[config.mk]
export PLATFORM = sky130hd
export DESIGN_NAME = lcd_ctrl_top
export DESIGN_NICKNAME = d
export VERILOG_FILES = /design/src/verilog/lcd_bus_pkg.sv /design/src/verilog/lcd_host_pkg.sv /design/src/verilog/lcd_cmd_decode.sv /design/src/verilog/lcd_bus_timing.sv /design/src/verilog/lcd_cursor_track.sv /design/src/verilog/lcd_ctrl_top.sv
export SDC_FILE = /design/constraint.sdc
export NUM_CORES = 1
export LEC_CHECK = 0
export BUFFER_PORTS_ARGS = -buffer_cell sky130_fd_sc_hd__buf_2
export CAP_MARGIN = 25
export CELL_PAD_IN_SITES_DETAIL_PLACEMENT = 1
export CELL_PAD_IN_SITES_GLOBAL_PLACEMENT = 1
export CORE_ASPECT_RATIO = 0.9
export CORE_UTILIZATION = 45
export DETAILED_ROUTE_END_ITERATION = 10
export PLACE_DENSITY = 0.82
export REMOVE_ABC_BUFFERS = 1
export SLEW_MARGIN = 0
export SYNTH_ARGS = -nofsm -noshare
export SYNTH_HDL_FRONTEND = slang
export SYNTH_SLANG_ARGS = --single-unit
[constraint.sdc]
create_clock -name clk -period 4.9 [get_ports clk]
set_input_delay 0.49 -clock clk [delete_from_list [all_inputs] [get_ports clk]]
set_output_delay 0.49 -clock clk [all_outputs]
set_load 0.01 [all_outputs]
[src/verilog/lcd_bus_pkg.sv]
package lcd_bus_pkg;

	// bus data and addressing widths
	typedef logic [7:0] lcd_byte_t;        // one byte on the parallel bus
	typedef logic [6:0] lcd_addr_t;        // display data address
	typedef logic [6:0] lcd_cfg_t;         // init configuration bits

	// command bytes shared by decode, execute and result
	localparam lcd_byte_t CMD_CLEAR     = 8'h01;
	localparam lcd_byte_t CMD_HOME      = 8'h02;  // bit 0 is don't care
	localparam lcd_byte_t CMD_SET_DDRAM = 8'h80;  // address goes in bits 6..0

	// last address of a two line display before the counter wraps
	localparam lcd_addr_t ADDR_LAST = 7'd79;

	// one complete bus transfer
	typedef struct packed {
		logic      rs;                     // 1 selects data register
		logic      rw;                     // 1 is a read
		lcd_byte_t data;
	} lcd_word_t;

	// execute stage FSM
	typedef enum logic [1:0] {
		POWER_UP,                          // supply settling wait
		INIT,                              // four step init sequence
		IDLE,
		XFER                               // one timed enable pulse
	} bus_state_t;

	// cfg field layout
	//   6..5  function set (lines, font)
	//   4..2  display on, cursor on, blink
	//   1..0  entry mode (increment, shift)
	localparam int CFG_FUNC_HI  = 6;
	localparam int CFG_FUNC_LO  = 5;
	localparam int CFG_DISP_HI  = 4;
	localparam int CFG_DISP_LO  = 2;
	localparam int CFG_ENTRY_HI = 1;
	localparam int CFG_ENTRY_LO = 0;

endpackage

[src/verilog/lcd_host_pkg.sv]
package lcd_host_pkg;

	import lcd_bus_pkg::*;

	// host request opcodes
	typedef enum logic [2:0] {
		OP_WRITE_CHAR  = 3'd0,   // arg is the character code
		OP_CLEAR       = 3'd1,
		OP_HOME        = 3'd2,
		OP_SET_ADDR    = 3'd3,   // arg bits 6..0 are the address
		OP_READ_STATUS = 3'd4,
		OP_RAW_CMD     = 3'd5    // arg goes out unchanged as a command
	} host_op_t;

	// one request from the host side
	typedef struct packed {
		host_op_t  op;
		lcd_byte_t arg;
	} host_req_t;

	// codes 6 and 7 are unused and decode treats them as raw commands

endpackage

[src/verilog/lcd_cmd_decode.sv]
`timescale 1ns/1ps

module lcd_cmd_decode
	import lcd_bus_pkg::*;
	import lcd_host_pkg::*;
(
	input  logic      clk,
	input  logic      rst_n,
	input  host_req_t req,
	input  logic      req_valid,
	input  logic      take,
	input  logic      busy,
	output lcd_word_t word,
	output logic      word_valid,
	output logic      ready,
	output logic      req_dropped
);

	lcd_word_t word_q;
	logic      valid_q;
	logic      dropped_q;
	logic      accept;
	lcd_word_t mapped;

	// opcode to bus word
	function automatic lcd_word_t map_req(input host_req_t r);
		lcd_word_t w;
		w.rs   = 1'b0;
		w.rw   = 1'b0;
		w.data = r.arg;             // raw command by default
		case (r.op)
			OP_WRITE_CHAR: begin
				w.rs = 1'b1;
			end
			OP_CLEAR: begin
				w.data = CMD_CLEAR;
			end
			OP_HOME: begin
				w.data = CMD_HOME;
			end
			OP_SET_ADDR: begin
				w.data = CMD_SET_DDRAM | {1'b0, r.arg[6:0]};
			end
			OP_READ_STATUS: begin
				w.rw   = 1'b1;
				w.data = '0;
			end
			default: begin
				w.data = r.arg;
			end
		endcase
		return w;
	endfunction

	assign mapped = map_req(req);

	// a free slot, or the held word leaving this cycle
	assign accept = req_valid && (!valid_q || take);

	always_ff @(posedge clk or negedge rst_n) begin
		if (!rst_n) begin
			valid_q   <= 1'b0;
			dropped_q <= 1'b0;
		end else begin
			dropped_q <= req_valid && !accept;
			if (accept)
				valid_q <= 1'b1;
			else if (take)
				valid_q <= 1'b0;
		end
	end

	// word held until take
	always_ff @(posedge clk) begin
		if (accept)
			word_q <= mapped;
	end

	assign word        = word_q;
	assign word_valid  = valid_q;
	assign req_dropped = dropped_q;
	assign ready       = !valid_q && !busy;  // nothing held and execute idle

endmodule

[src/verilog/lcd_bus_timing.sv]
`timescale 1ns/1ps

module lcd_bus_timing
	import lcd_bus_pkg::*;
#(
	parameter int CYCLES_PER_US = 1
) (
	input  logic      clk,
	input  logic      rst_n,
	input  lcd_cfg_t  init_cfg,
	input  lcd_word_t word,
	input  logic      word_valid,
	output logic      take,
	output logic      busy,
	output logic      e,
	output logic      rs,
	output logic      rw,
	output lcd_byte_t lcd_data,
	output logic      done,
	output lcd_word_t done_word
);

	localparam int T_POWER_UP = 500 * CYCLES_PER_US;
	localparam int T_INIT     = 440 * CYCLES_PER_US;
	localparam int T_E_INIT   = 10 * CYCLES_PER_US;   // init pulse width
	localparam int SLOT_DISP  = 60 * CYCLES_PER_US;
	localparam int SLOT_CLEAR = 120 * CYCLES_PER_US;
	localparam int SLOT_ENTRY = 330 * CYCLES_PER_US;
	localparam int T_E_SETUP  = CYCLES_PER_US;        // rs/rw/data ahead of e
	localparam int T_E_END    = 14 * CYCLES_PER_US;   // e high for 13 us
	localparam int T_XFER     = 50 * CYCLES_PER_US;
	localparam int CNT_W      = $clog2(T_POWER_UP + 1);

	typedef logic [CNT_W-1:0] cnt_t;

	bus_state_t state;
	cnt_t       cnt;
	cnt_t       cnt_inc;
	cnt_t       init_pos;
	logic       init_pulse;
	lcd_byte_t  init_byte;
	lcd_word_t  bus_q;
	logic       e_q;
	logic       busy_q;
	logic       done_q;

	function automatic logic in_window(input cnt_t c, input int start);
		return (c >= start) && (c < start + T_E_INIT);
	endfunction

	assign cnt_inc = cnt + 1'b1;

	// e and data for the init slot that the next count falls in
	always_comb begin
		init_pos   = (state == INIT) ? cnt_inc : '0;
		init_pulse = 1'b1;
		if (in_window(init_pos, 0))
			init_byte = {4'b0011, init_cfg[CFG_FUNC_HI:CFG_FUNC_LO], 2'b00};
		else if (in_window(init_pos, SLOT_DISP))
			init_byte = {5'b00001, init_cfg[CFG_DISP_HI:CFG_DISP_LO]};
		else if (in_window(init_pos, SLOT_CLEAR))
			init_byte = CMD_CLEAR;
		else if (in_window(init_pos, SLOT_ENTRY))
			init_byte = {6'b000001, init_cfg[CFG_ENTRY_HI:CFG_ENTRY_LO]};
		else begin
			init_pulse = 1'b0;
			init_byte  = '0;             // wait between slots
		end
	end

	always_ff @(posedge clk or negedge rst_n) begin
		if (!rst_n) begin
			state  <= POWER_UP;
			cnt    <= '0;
			e_q    <= 1'b0;
			busy_q <= 1'b1;
			done_q <= 1'b0;
			bus_q  <= '0;
		end else begin
			done_q <= 1'b0;
			case (state)
				POWER_UP: begin
					if (cnt == cnt_t'(T_POWER_UP)) begin
						state <= INIT;
						cnt   <= '0;
						e_q   <= init_pulse;    // first slot starts at once
						bus_q <= '{rs: 1'b0, rw: 1'b0, data: init_byte};
					end else begin
						cnt <= cnt_inc;
					end
				end
				INIT: begin
					if (cnt == cnt_t'(T_INIT - 1)) begin
						state  <= IDLE;
						busy_q <= 1'b0;
						e_q    <= 1'b0;
						bus_q  <= '0;
					end else begin
						cnt        <= cnt_inc;
						e_q        <= init_pulse;
						bus_q.data <= init_byte;
					end
				end
				IDLE: begin
					if (take) begin
						state  <= XFER;
						cnt    <= '0;
						busy_q <= 1'b1;
						bus_q  <= word;           // held for the whole pulse
					end
				end
				XFER: begin
					cnt    <= cnt_inc;
					e_q    <= (cnt_inc >= T_E_SETUP) && (cnt_inc < T_E_END);
					done_q <= (cnt_inc == T_E_END);  // with the falling e
					if (cnt == cnt_t'(T_XFER - 1)) begin
						state  <= IDLE;
						cnt    <= '0;
						busy_q <= 1'b0;
						bus_q  <= '0;
					end
				end
				default: begin
					state <= POWER_UP;
				end
			endcase
		end
	end

	assign take      = (state == IDLE) && word_valid;
	assign busy      = busy_q;
	assign e         = e_q;
	assign rs        = bus_q.rs;
	assign rw        = bus_q.rw;
	assign lcd_data  = bus_q.data;
	assign done      = done_q;
	assign done_word = bus_q;        // still latched when done fires

endmodule

[src/verilog/lcd_cursor_track.sv]
`timescale 1ns/1ps

module lcd_cursor_track
	import lcd_bus_pkg::*;
(
	input  logic      clk,
	input  logic      rst_n,
	input  logic      done,
	input  lcd_word_t done_word,
	input  lcd_byte_t lcd_din,
	output lcd_addr_t cursor,
	output logic      read_valid,
	output lcd_byte_t read_data
);

	lcd_addr_t cursor_q;
	logic      read_valid_q;
	lcd_byte_t read_data_q;
	logic      is_write;
	logic      is_read;
	logic      is_clear_home;
	logic      is_set_addr;

	// classify the finished transfer
	assign is_read       = done_word.rw;
	assign is_write      = done_word.rs && !done_word.rw;
	assign is_clear_home = !done_word.rs && !done_word.rw &&
		((done_word.data == CMD_CLEAR) || (done_word.data[7:1] == CMD_HOME[7:1]));
	assign is_set_addr   = !done_word.rs && !done_word.rw && done_word.data[7];

	always_ff @(posedge clk or negedge rst_n) begin
		if (!rst_n) begin
			cursor_q     <= '0;
			read_valid_q <= 1'b0;
		end else begin
			read_valid_q <= done && is_read;
			if (done) begin
				if (is_clear_home)
					cursor_q <= '0;
				else if (is_set_addr)
					cursor_q <= done_word.data[6:0];
				else if (is_write)
					cursor_q <= (cursor_q == ADDR_LAST) ? '0 : cursor_q + 1'b1;
			end
		end
	end

	// display drives lcd_din until e has fallen
	always_ff @(posedge clk) begin
		if (done && is_read)
			read_data_q <= lcd_din;
	end

	assign cursor     = cursor_q;
	assign read_valid = read_valid_q;
	assign read_data  = read_data_q;

endmodule

[src/verilog/lcd_ctrl_top.sv]
`timescale 1ns/1ps

module lcd_ctrl_top
	import lcd_bus_pkg::*;
	import lcd_host_pkg::*;
#(
	parameter int CYCLES_PER_US = 50
) (
	input  logic      clk,
	input  logic      rst_n,
	input  host_req_t req,
	input  logic      req_valid,
	input  lcd_cfg_t  init_cfg,
	input  lcd_byte_t lcd_din,
	output logic      e,
	output logic      rs,
	output logic      rw,
	output lcd_byte_t lcd_data,
	output logic      busy,
	output logic      ready,
	output logic      req_dropped,
	output lcd_addr_t cursor,
	output logic      read_valid,
	output lcd_byte_t read_data
);

	lcd_word_t word;
	logic      word_valid;
	logic      take;
	logic      done;
	lcd_word_t done_word;

	lcd_cmd_decode lcd_cmd_decode_i (
		.clk         (clk),
		.rst_n       (rst_n),
		.req         (req),
		.req_valid   (req_valid),
		.take        (take),
		.busy        (busy),
		.word        (word),
		.word_valid  (word_valid),
		.ready       (ready),
		.req_dropped (req_dropped)
	);

	lcd_bus_timing #(
		.CYCLES_PER_US (CYCLES_PER_US)
	) lcd_bus_timing_i (
		.clk        (clk),
		.rst_n      (rst_n),
		.init_cfg   (init_cfg),
		.word       (word),
		.word_valid (word_valid),
		.take       (take),
		.busy       (busy),
		.e          (e),
		.rs         (rs),
		.rw         (rw),
		.lcd_data   (lcd_data),
		.done       (done),
		.done_word  (done_word)
	);

	lcd_cursor_track lcd_cursor_track_i (
		.clk        (clk),
		.rst_n      (rst_n),
		.done       (done),
		.done_word  (done_word),
		.lcd_din    (lcd_din),
		.cursor     (cursor),
		.read_valid (read_valid),
		.read_data  (read_data)
	);

endmodule

# Word level (Yosys, flattened, before mapping)

Index checks and enable logic that the tools add are counted.

$lt $le $gt $ge: 9
Reductions and logical operators: 32
Equality and inequality tests: 19
$add $sub $neg: 2
Muxes and demuxes: 42

Operators by type and width:

| cell                                                   | number |
|---|---|
| 2-to-1 mux 15 bit                                      | 5 |
| one-hot mux 15 bit (4 select lines)                    | 1 |
| one-hot mux 10 bit (4 select lines)                    | 1 |
| 2-to-1 mux 8 bit                                       | 4 |
| one-hot mux 8 bit (4 select lines)                     | 1 |
| equality test 15 bit (second input constant)           | 2 |
| 2-to-1 mux 10 bit                                      | 3 |
| 2-to-1 mux 7 bit                                       | 4 |
| adder 15 x 1 -> 15 bit (second input constant)         | 1 |
| equality test 15 x 10 -> 1 bit (second input constant) | 1 |
| equality test 15 x 12 -> 1 bit (second input constant) | 1 |
| >= comparator 15 x 12 -> 1 bit (second input constant) | 1 |
| >= comparator 15 x 13 -> 1 bit (second input constant) | 1 |
| >= comparator 15 bit (second input constant)           | 1 |
| >= comparator 15 x 6 -> 1 bit (second input constant)  | 1 |
| < comparator 15 x 10 -> 1 bit (second input constant)  | 1 |
| < comparator 15 x 12 -> 1 bit (second input constant)  | 1 |
| < comparator 15 x 13 -> 1 bit (second input constant)  | 1 |
| < comparator 15 bit (second input constant)            | 1 |
| < comparator 15 x 9 -> 1 bit (second input constant)   | 1 |
| 2-to-1 mux 1 bit                                       | 14 |
| logical AND 1 bit                                      | 13 |
| 2-to-1 mux 2 bit                                       | 5 |
| nonzero test 3 bit                                     | 3 |
| 22 further kinds                                       | 36 |

Input port bits: 29
Flip-flop bits (word level): 58
Output and inout port bits: 30
Logic and storage cells: 120

# Logic depth before layout (Yosys ltp)

Depth in word-level cells: 10
Depth in mapped cells: 11
Depth with buffers taken out: 9

# Cells and area by module

From an unflattened synthesis, not the netlist that was laid out.

Cell total of the unflattened synthesis: 456
Area, all modules: 4006.3 um^2

Modules (own cells, without submodules):

| module           | times used | cells an instance | area an instance (um^2) | sequential area each (um^2) |
|---|---|---|---|---|
| lcd_bus_timing   | 1          | 345               | 2663.8                  | 752.0 |
| lcd_cursor_track | 1          | 65                | 785.8                   | 440.4 |
| lcd_cmd_decode   | 1          | 46                | 556.8                   | 350.3 |

# Worst setup path before layout

No wires, ideal clock.

Path type: register to register
From: register lcd_bus_timing_i.cnt[3]
To: register lcd_bus_timing_i.e_q (netlist: lcd_bus_timing_i.e)
Library setup time: 0.139 ns
Period minus slack after synthesis: 2.218 ns
Path buffers: 1
Cell stages (with the launch flop): 9
Data arrival time: 2.079 ns
Slack: 2.682 ns
Path through: dfrtp_1 > buf_2 > nand4_4 > nor3_1 > xnor2_1 > nor2_1 > or4_4 > a21oi_1 > o2111ai_1

Longest elaborated chain between the ends: 10
Elaborated cells on any way between the ends: 26
Those cells by class: 1 x add/sub; 9 x order compare; 3 x eq/ne; 8 x mux; 5 x reduce/logical

RTL lines:

| item                                                        | RTL line                                   | RTL |
|---|---|---|
| start: declaration                                          | lcd_bus_timing.sv:37                       | `cnt_t cnt;` |
| start signal: assignment                                    | lcd_bus_timing.sv:89                       | `cnt <= cnt_inc;` |
| start signal: assignment                                    | lcd_bus_timing.sv:99                       | `cnt <= cnt_inc;` |
| start signal: assignment                                    | lcd_bus_timing.sv:113                      | `cnt <= cnt_inc;` |
| adder 15 x 1 -> 15 bit                                      | lcd_bus_timing.sv:51                       | `assign cnt_inc = cnt + 1'b1;` |
| 2-to-1 mux 15 bit                                           | lcd_bus_timing.sv:55                       | `init_pos = (state == INIT) ? cnt_inc : '0;` |
| >= comparator 15 bit or < comparator 15 bit (tied branches) | lcd_bus_timing.sv:48                       | `return (c >= start) && (c < start + T_E_INIT);` |
| logical AND 1 bit                                           | lcd_bus_timing.sv:48                       |  |
| 2-to-1 mux 1 bit                                            | lcd_bus_timing.sv:63                       | `else if (in_window(init_pos, SLOT_ENTRY))` |
| 2-to-1 mux 1 bit                                            | lcd_bus_timing.sv:61                       | `else if (in_window(init_pos, SLOT_CLEAR))` |
| 2-to-1 mux 1 bit                                            | lcd_bus_timing.sv:59                       | `else if (in_window(init_pos, SLOT_DISP))` |
| 2-to-1 mux 1 bit                                            | lcd_bus_timing.sv:57                       | `if (in_window(init_pos, 0))` |
| 2-to-1 mux 1 bit, on equally long branches                  | lcd_bus_timing.sv:93, lcd_bus_timing.sv:83 |  |
| one-hot mux 1 bit (3 select lines)                          | lcd_bus_timing.sv:81                       | `case (state)` |
| end signal: assignment                                      | lcd_bus_timing.sv:86                       | `e_q <= init_pulse;` |
| end signal: assignment                                      | lcd_bus_timing.sv:100                      | `e_q <= init_pulse;` |
| end signal: assignment                                      | lcd_bus_timing.sv:114                      | `e_q <= (cnt_inc >= T_E_SETUP) && (cnt_inc < T_E_END);` |
| end: declaration                                            | lcd_bus_timing.sv:43                       | `logic e_q;` |

Several ways; a longest one is shown, not always the timed one. The select of a mux whose other input is x is not followed.
A chain may end at the register's enable or synchronous reset.

# Worst setup path in the final report

From: register lcd_bus_timing_i.cnt[0]
To: register lcd_bus_timing_i.cnt[2]

Longest elaborated chain between the ends: 3
Elaborated cells on any way between the ends: 10
Those cells by class: 1 x add/sub; 4 x eq/ne; 4 x mux; 1 x reduce/logical

RTL lines:

| item                                                                       | RTL line              | RTL |
|---|---|---|
| adder 15 x 1 -> 15 bit, or another cell as far along                       | lcd_bus_timing.sv:51  |  |
| 2-to-1 mux 15 bit, or another cell as far along                            | lcd_bus_timing.sv:116 | `if (cnt == cnt_t'(T_XFER - 1)) begin` |
| one-hot mux 15 bit (4 select lines) or AND reduction 2 bit (tied branches) | -                     |  |

Several ways; a longest one is shown, not always the timed one. The select of a mux whose other input is x is not followed.

==> results.md <==
- Status: finished, final reports clean
- Core Area: between 0.008 and 0.009 mm²
- I/O Buffers: just under 60
- Leakage: 1.85 nW
- Drt wl/cell: 20.2 µm
- Post-detailed-route DRC marker count: 0
- Final wirelength: around 12,000 µm
- Slowest stage delay, CP: ~0.8 ns
- Starting density of the core: 0.475
- Req. time, crit path: between 5 and 6 ns
- Synth Cell Area: 0.00390 mm²
- FF-to-FF setup slack: around 1.3 ns
- Htree depth: 3
- RSZ-0062 raised after global routing: false
- Top FF cell, synth: dfrtp_1
- Vias per Instance: 6.24
- Internal power: between 0.8 and 0.9 mW
- Drt initial violations: 265
- Fin. Hold Viols: 0
- Clock tree buffer depth: 2
- Final setup TNS: 0 ns
- Final net count: 519
- HPWL Detailed: about 8600 µm
- Commonest cells after routing, fill and taps aside: 58 x buf_2, 52 x nand2_1, 40 x nor2_1
- Aggregate global-route resource usage: 0.285
- Min Tclk post-route: approximately 3.6 ns
- Comb power frac: 0.032
- Post-synth ARST share: 0.690
- Max IR drop VDD: between 0.0001 and 0.00015 V
- Die H: approximately 90 µm
- Post-CTS setup buffers: 0
- CTS Sinks: 58
- EDFF count, synth: 18
- Slew Viols, Final: 0
- Critical path arrival: between 3 and 4 ns
- Clock slew at reported path FFs: approximately 0.070 ns
- Yosys cell types: 75
- Area of the die: a little over 0.009 mm²
- Period utilization: 0.727
- Vias in the first global route: 3,814
- Ratio of cells with drive above 1 in the final layout: 0.198
- Max cap viols: 0
- CP Max Fanout: 25
- Top Ports: 59
- # rows: 31
- DR vias: around 3,800
- Peak Freq: approximately 0.28 GHz
- Critical path capture point type: flip-flop
- Fill cell count: around 1,000
- Sequential Power Share: 0.476
- Drt pass-1 iters: 5
- First-pass GRT wire length: about 20,000 µm
- Clock Latency Late Sink: between 0.3 and 0.4 ns
- Actual slew at the worst max-slew pin: around 0.86 ns
- # diodes: 0
- Setup violations, final: 0
- Initial antenna violation count: 0
- Worst setup path class: reg -> reg
- Root buf cell: clkbuf_8
- Post-CTS Resized: 0
- Slowest-stage cell, CP: ha_1
- Nature of the critical path startpoint: flip-flop
- Worst slew margin: 0.428
- Commonest non-fill, non-tap cell in the layout: buf_2
- CTS tree: built
- Avg Inst Size Synth: between 8 and 9 µm²
- Min-delay worst type: in -> reg
- Sw power: roughly 0.24 mW
- Die Wd: 100 µm
- Tot Pwr: ~1.1 mW
- Synth Instances: about 450
- CTS buffer count: 9
- Post-synthesis register bit count: 58
- Switching share of total power: 0.223
- Hold_ws: between 0.3 and 0.4 ns
- Finished Core Util: 0.541
- Skew final: 0.00491 ns
- Pwr Density: ~240 mW/mm²
- Total congestion overflow: 0
- Ys Warns: 0
- Pin count of the biggest net entering global routing: between 40 and 50
- Clock share of power: 0.492
- Antenna-violating nets left: 0
- Sequential share of the synthesized area: 0.395
- GP Congestion: 0.873
- Area Overhead vs Synth: 13.9%
- Crit-path cells: ha_1 -> nand3_1 -> and4b_1 -> o2bb2ai_1 -> o21bai_2 -> buf_8 -> nor2_1 -> o21ai_0 -> o31ai_1
==> Yosys cell counts (4+ instances only) <==
cell       n  area (µm²)
nand2_1   52         195
nor2_1    40         150
dfrtp_1   39         976
o21ai_0   37         185
a21oi_1   27         135
nand3_1   20         100
edfxtp_1  18         541
a31oi_1   15        93.8
buf_2     14        70.1
clkbuf_1  13        48.8
inv_1     12        45.0
o31ai_1   10        75.1
and2_1     9        56.3
and3_1     9        56.3
buf_4      7        52.6
xnor2_1    7        61.3
nand2b_1   6        37.5
nor3_1     6        30.0
nor2b_1    5        31.3
xor2_1     5        43.8
a21o_1     4        30.0
a22oi_1    4        30.0
and4_1     4        35.0
ha_1       4        50.1
nand4_1    4        25.0
nor3b_1    4        30.0
==> path summary, 6_finish.rpt <==
kind                                     startpoint  cells past startpoint                              end
setup / recovery            lcd_bus_timing_i.cnt[0]                      9          lcd_bus_timing_i.cnt[2]
hold / removal                           lcd_din[4]                      1  lcd_cursor_track_i.read_data[4]
setup reg to reg            lcd_bus_timing_i.cnt[0]                      9          lcd_bus_timing_i.cnt[2]
hold reg to reg            lcd_cmd_decode_i.word[7]                      2     lcd_bus_timing_i.lcd_data[7]
max in group asynchronous                     rst_n                      3            lcd_bus_timing_i.busy
min in group asynchronous                     rst_n                      2          lcd_bus_timing_i.cnt[7]
==> layout make-up <==
type                       count  area [µm²]  area share
tap                          115         144      0.0324
clock buffer                  10         138      0.0310
multi-input combinational    342        2140       0.481
sequential                    58        1540       0.347
inverter                      12        45.0      0.0101
timing repair buffer          63         350      0.0788
clock inverter                 6        87.6      0.0197
==> flip-flops by register name, indices dropped and copies added (netlist names) <==
name                           count
lcd_bus_timing_i.busy              1
lcd_bus_timing_i.cnt              15
lcd_bus_timing_i.done              1
lcd_bus_timing_i.e                 1
lcd_bus_timing_i.lcd_data          8
lcd_bus_timing_i.rs                1
lcd_bus_timing_i.rw                1
lcd_bus_timing_i.state             2
lcd_cmd_decode_i.req_dropped       1
lcd_cmd_decode_i.word             10
lcd_cmd_decode_i.word_valid        1
lcd_cursor_track_i.cursor          7
lcd_cursor_track_i.read_data       8
lcd_cursor_track_i.read_valid      1
==> power by group through the flow <==
stage | registers [mW] | clock network (mW) | logic (mW)
final | 0.500 | 0.518 | 0.0338
after global routing | 0.500 | 0.541 | 0.0382
after CTS | 0.500 | 0.526 | 0.0318
after detailed placement | 0.510 | 0 | 0.0316
after global placement | 0.510 | 0 | 0.0296
after floorplan | 0.510 | 0 | 0.00836
==> metal layers <==
metal  global-route usage  up-vias  share of wire  wire [µm]
met5                    0        -              0          0
met4               0.0966        0          0.018        226
li1                     -     1740              -          -
met2                0.463      120           0.49       5950
met3               0.0526       23          0.050        606
met1                0.381     1900           0.45       5440
==> critical path: cells and delay by family, from the launching register on <==
kind / cells / cell delay, ns
AND/OR/NAND/NOR: 3 / 0.77
flip-flops: 1 / 0.63
AO/OA/AOI/OAI: 4 / 0.99
adder cells (fa/ha/maj): 1 / 0.81
buffers and inverters: 1 / 0.21
==> cells by family (layout without fill, tap and decap cells) <==
| family | count (synthesis) | in the layout | synth area share |
|---|---|---|---|
| simple gates | 185 | 185 | 0.259 |
| compound gates | 137 | 137 | 0.238 |
| flops | 58 | 58 | 0.395 |
| buf+inv | 47 | 91 | 0.0564 |
| xor+xnor | 12 | 12 | 0.0269 |
| fa+ha+maj | 4 | 4 | 0.0128 |
| mux | 4 | 4 | 0.0115 |
==> timing repair <==
item	4_1_cts	5_1_grt
setup endpoints to repair	0	0
hold endpoints to repair	0	1
hold buffers	0	1
==> through the flow <==
step | instance area [µm²] | setup slack (ns) | cells
3_5_place_dp | 4180 | 1.27 | 587
5_1_grt | 4450 | 1.09 | 606
6_report | 4450 | 1.34 | 606
4_1_cts | 4400 | 1.26 | 603
2_1_floorplan | 3730 | 1.98 | 412
3_3_place_gp | 4170 | 1.32 | 586
No activity file was read; power rests on OpenSTA's default activity.
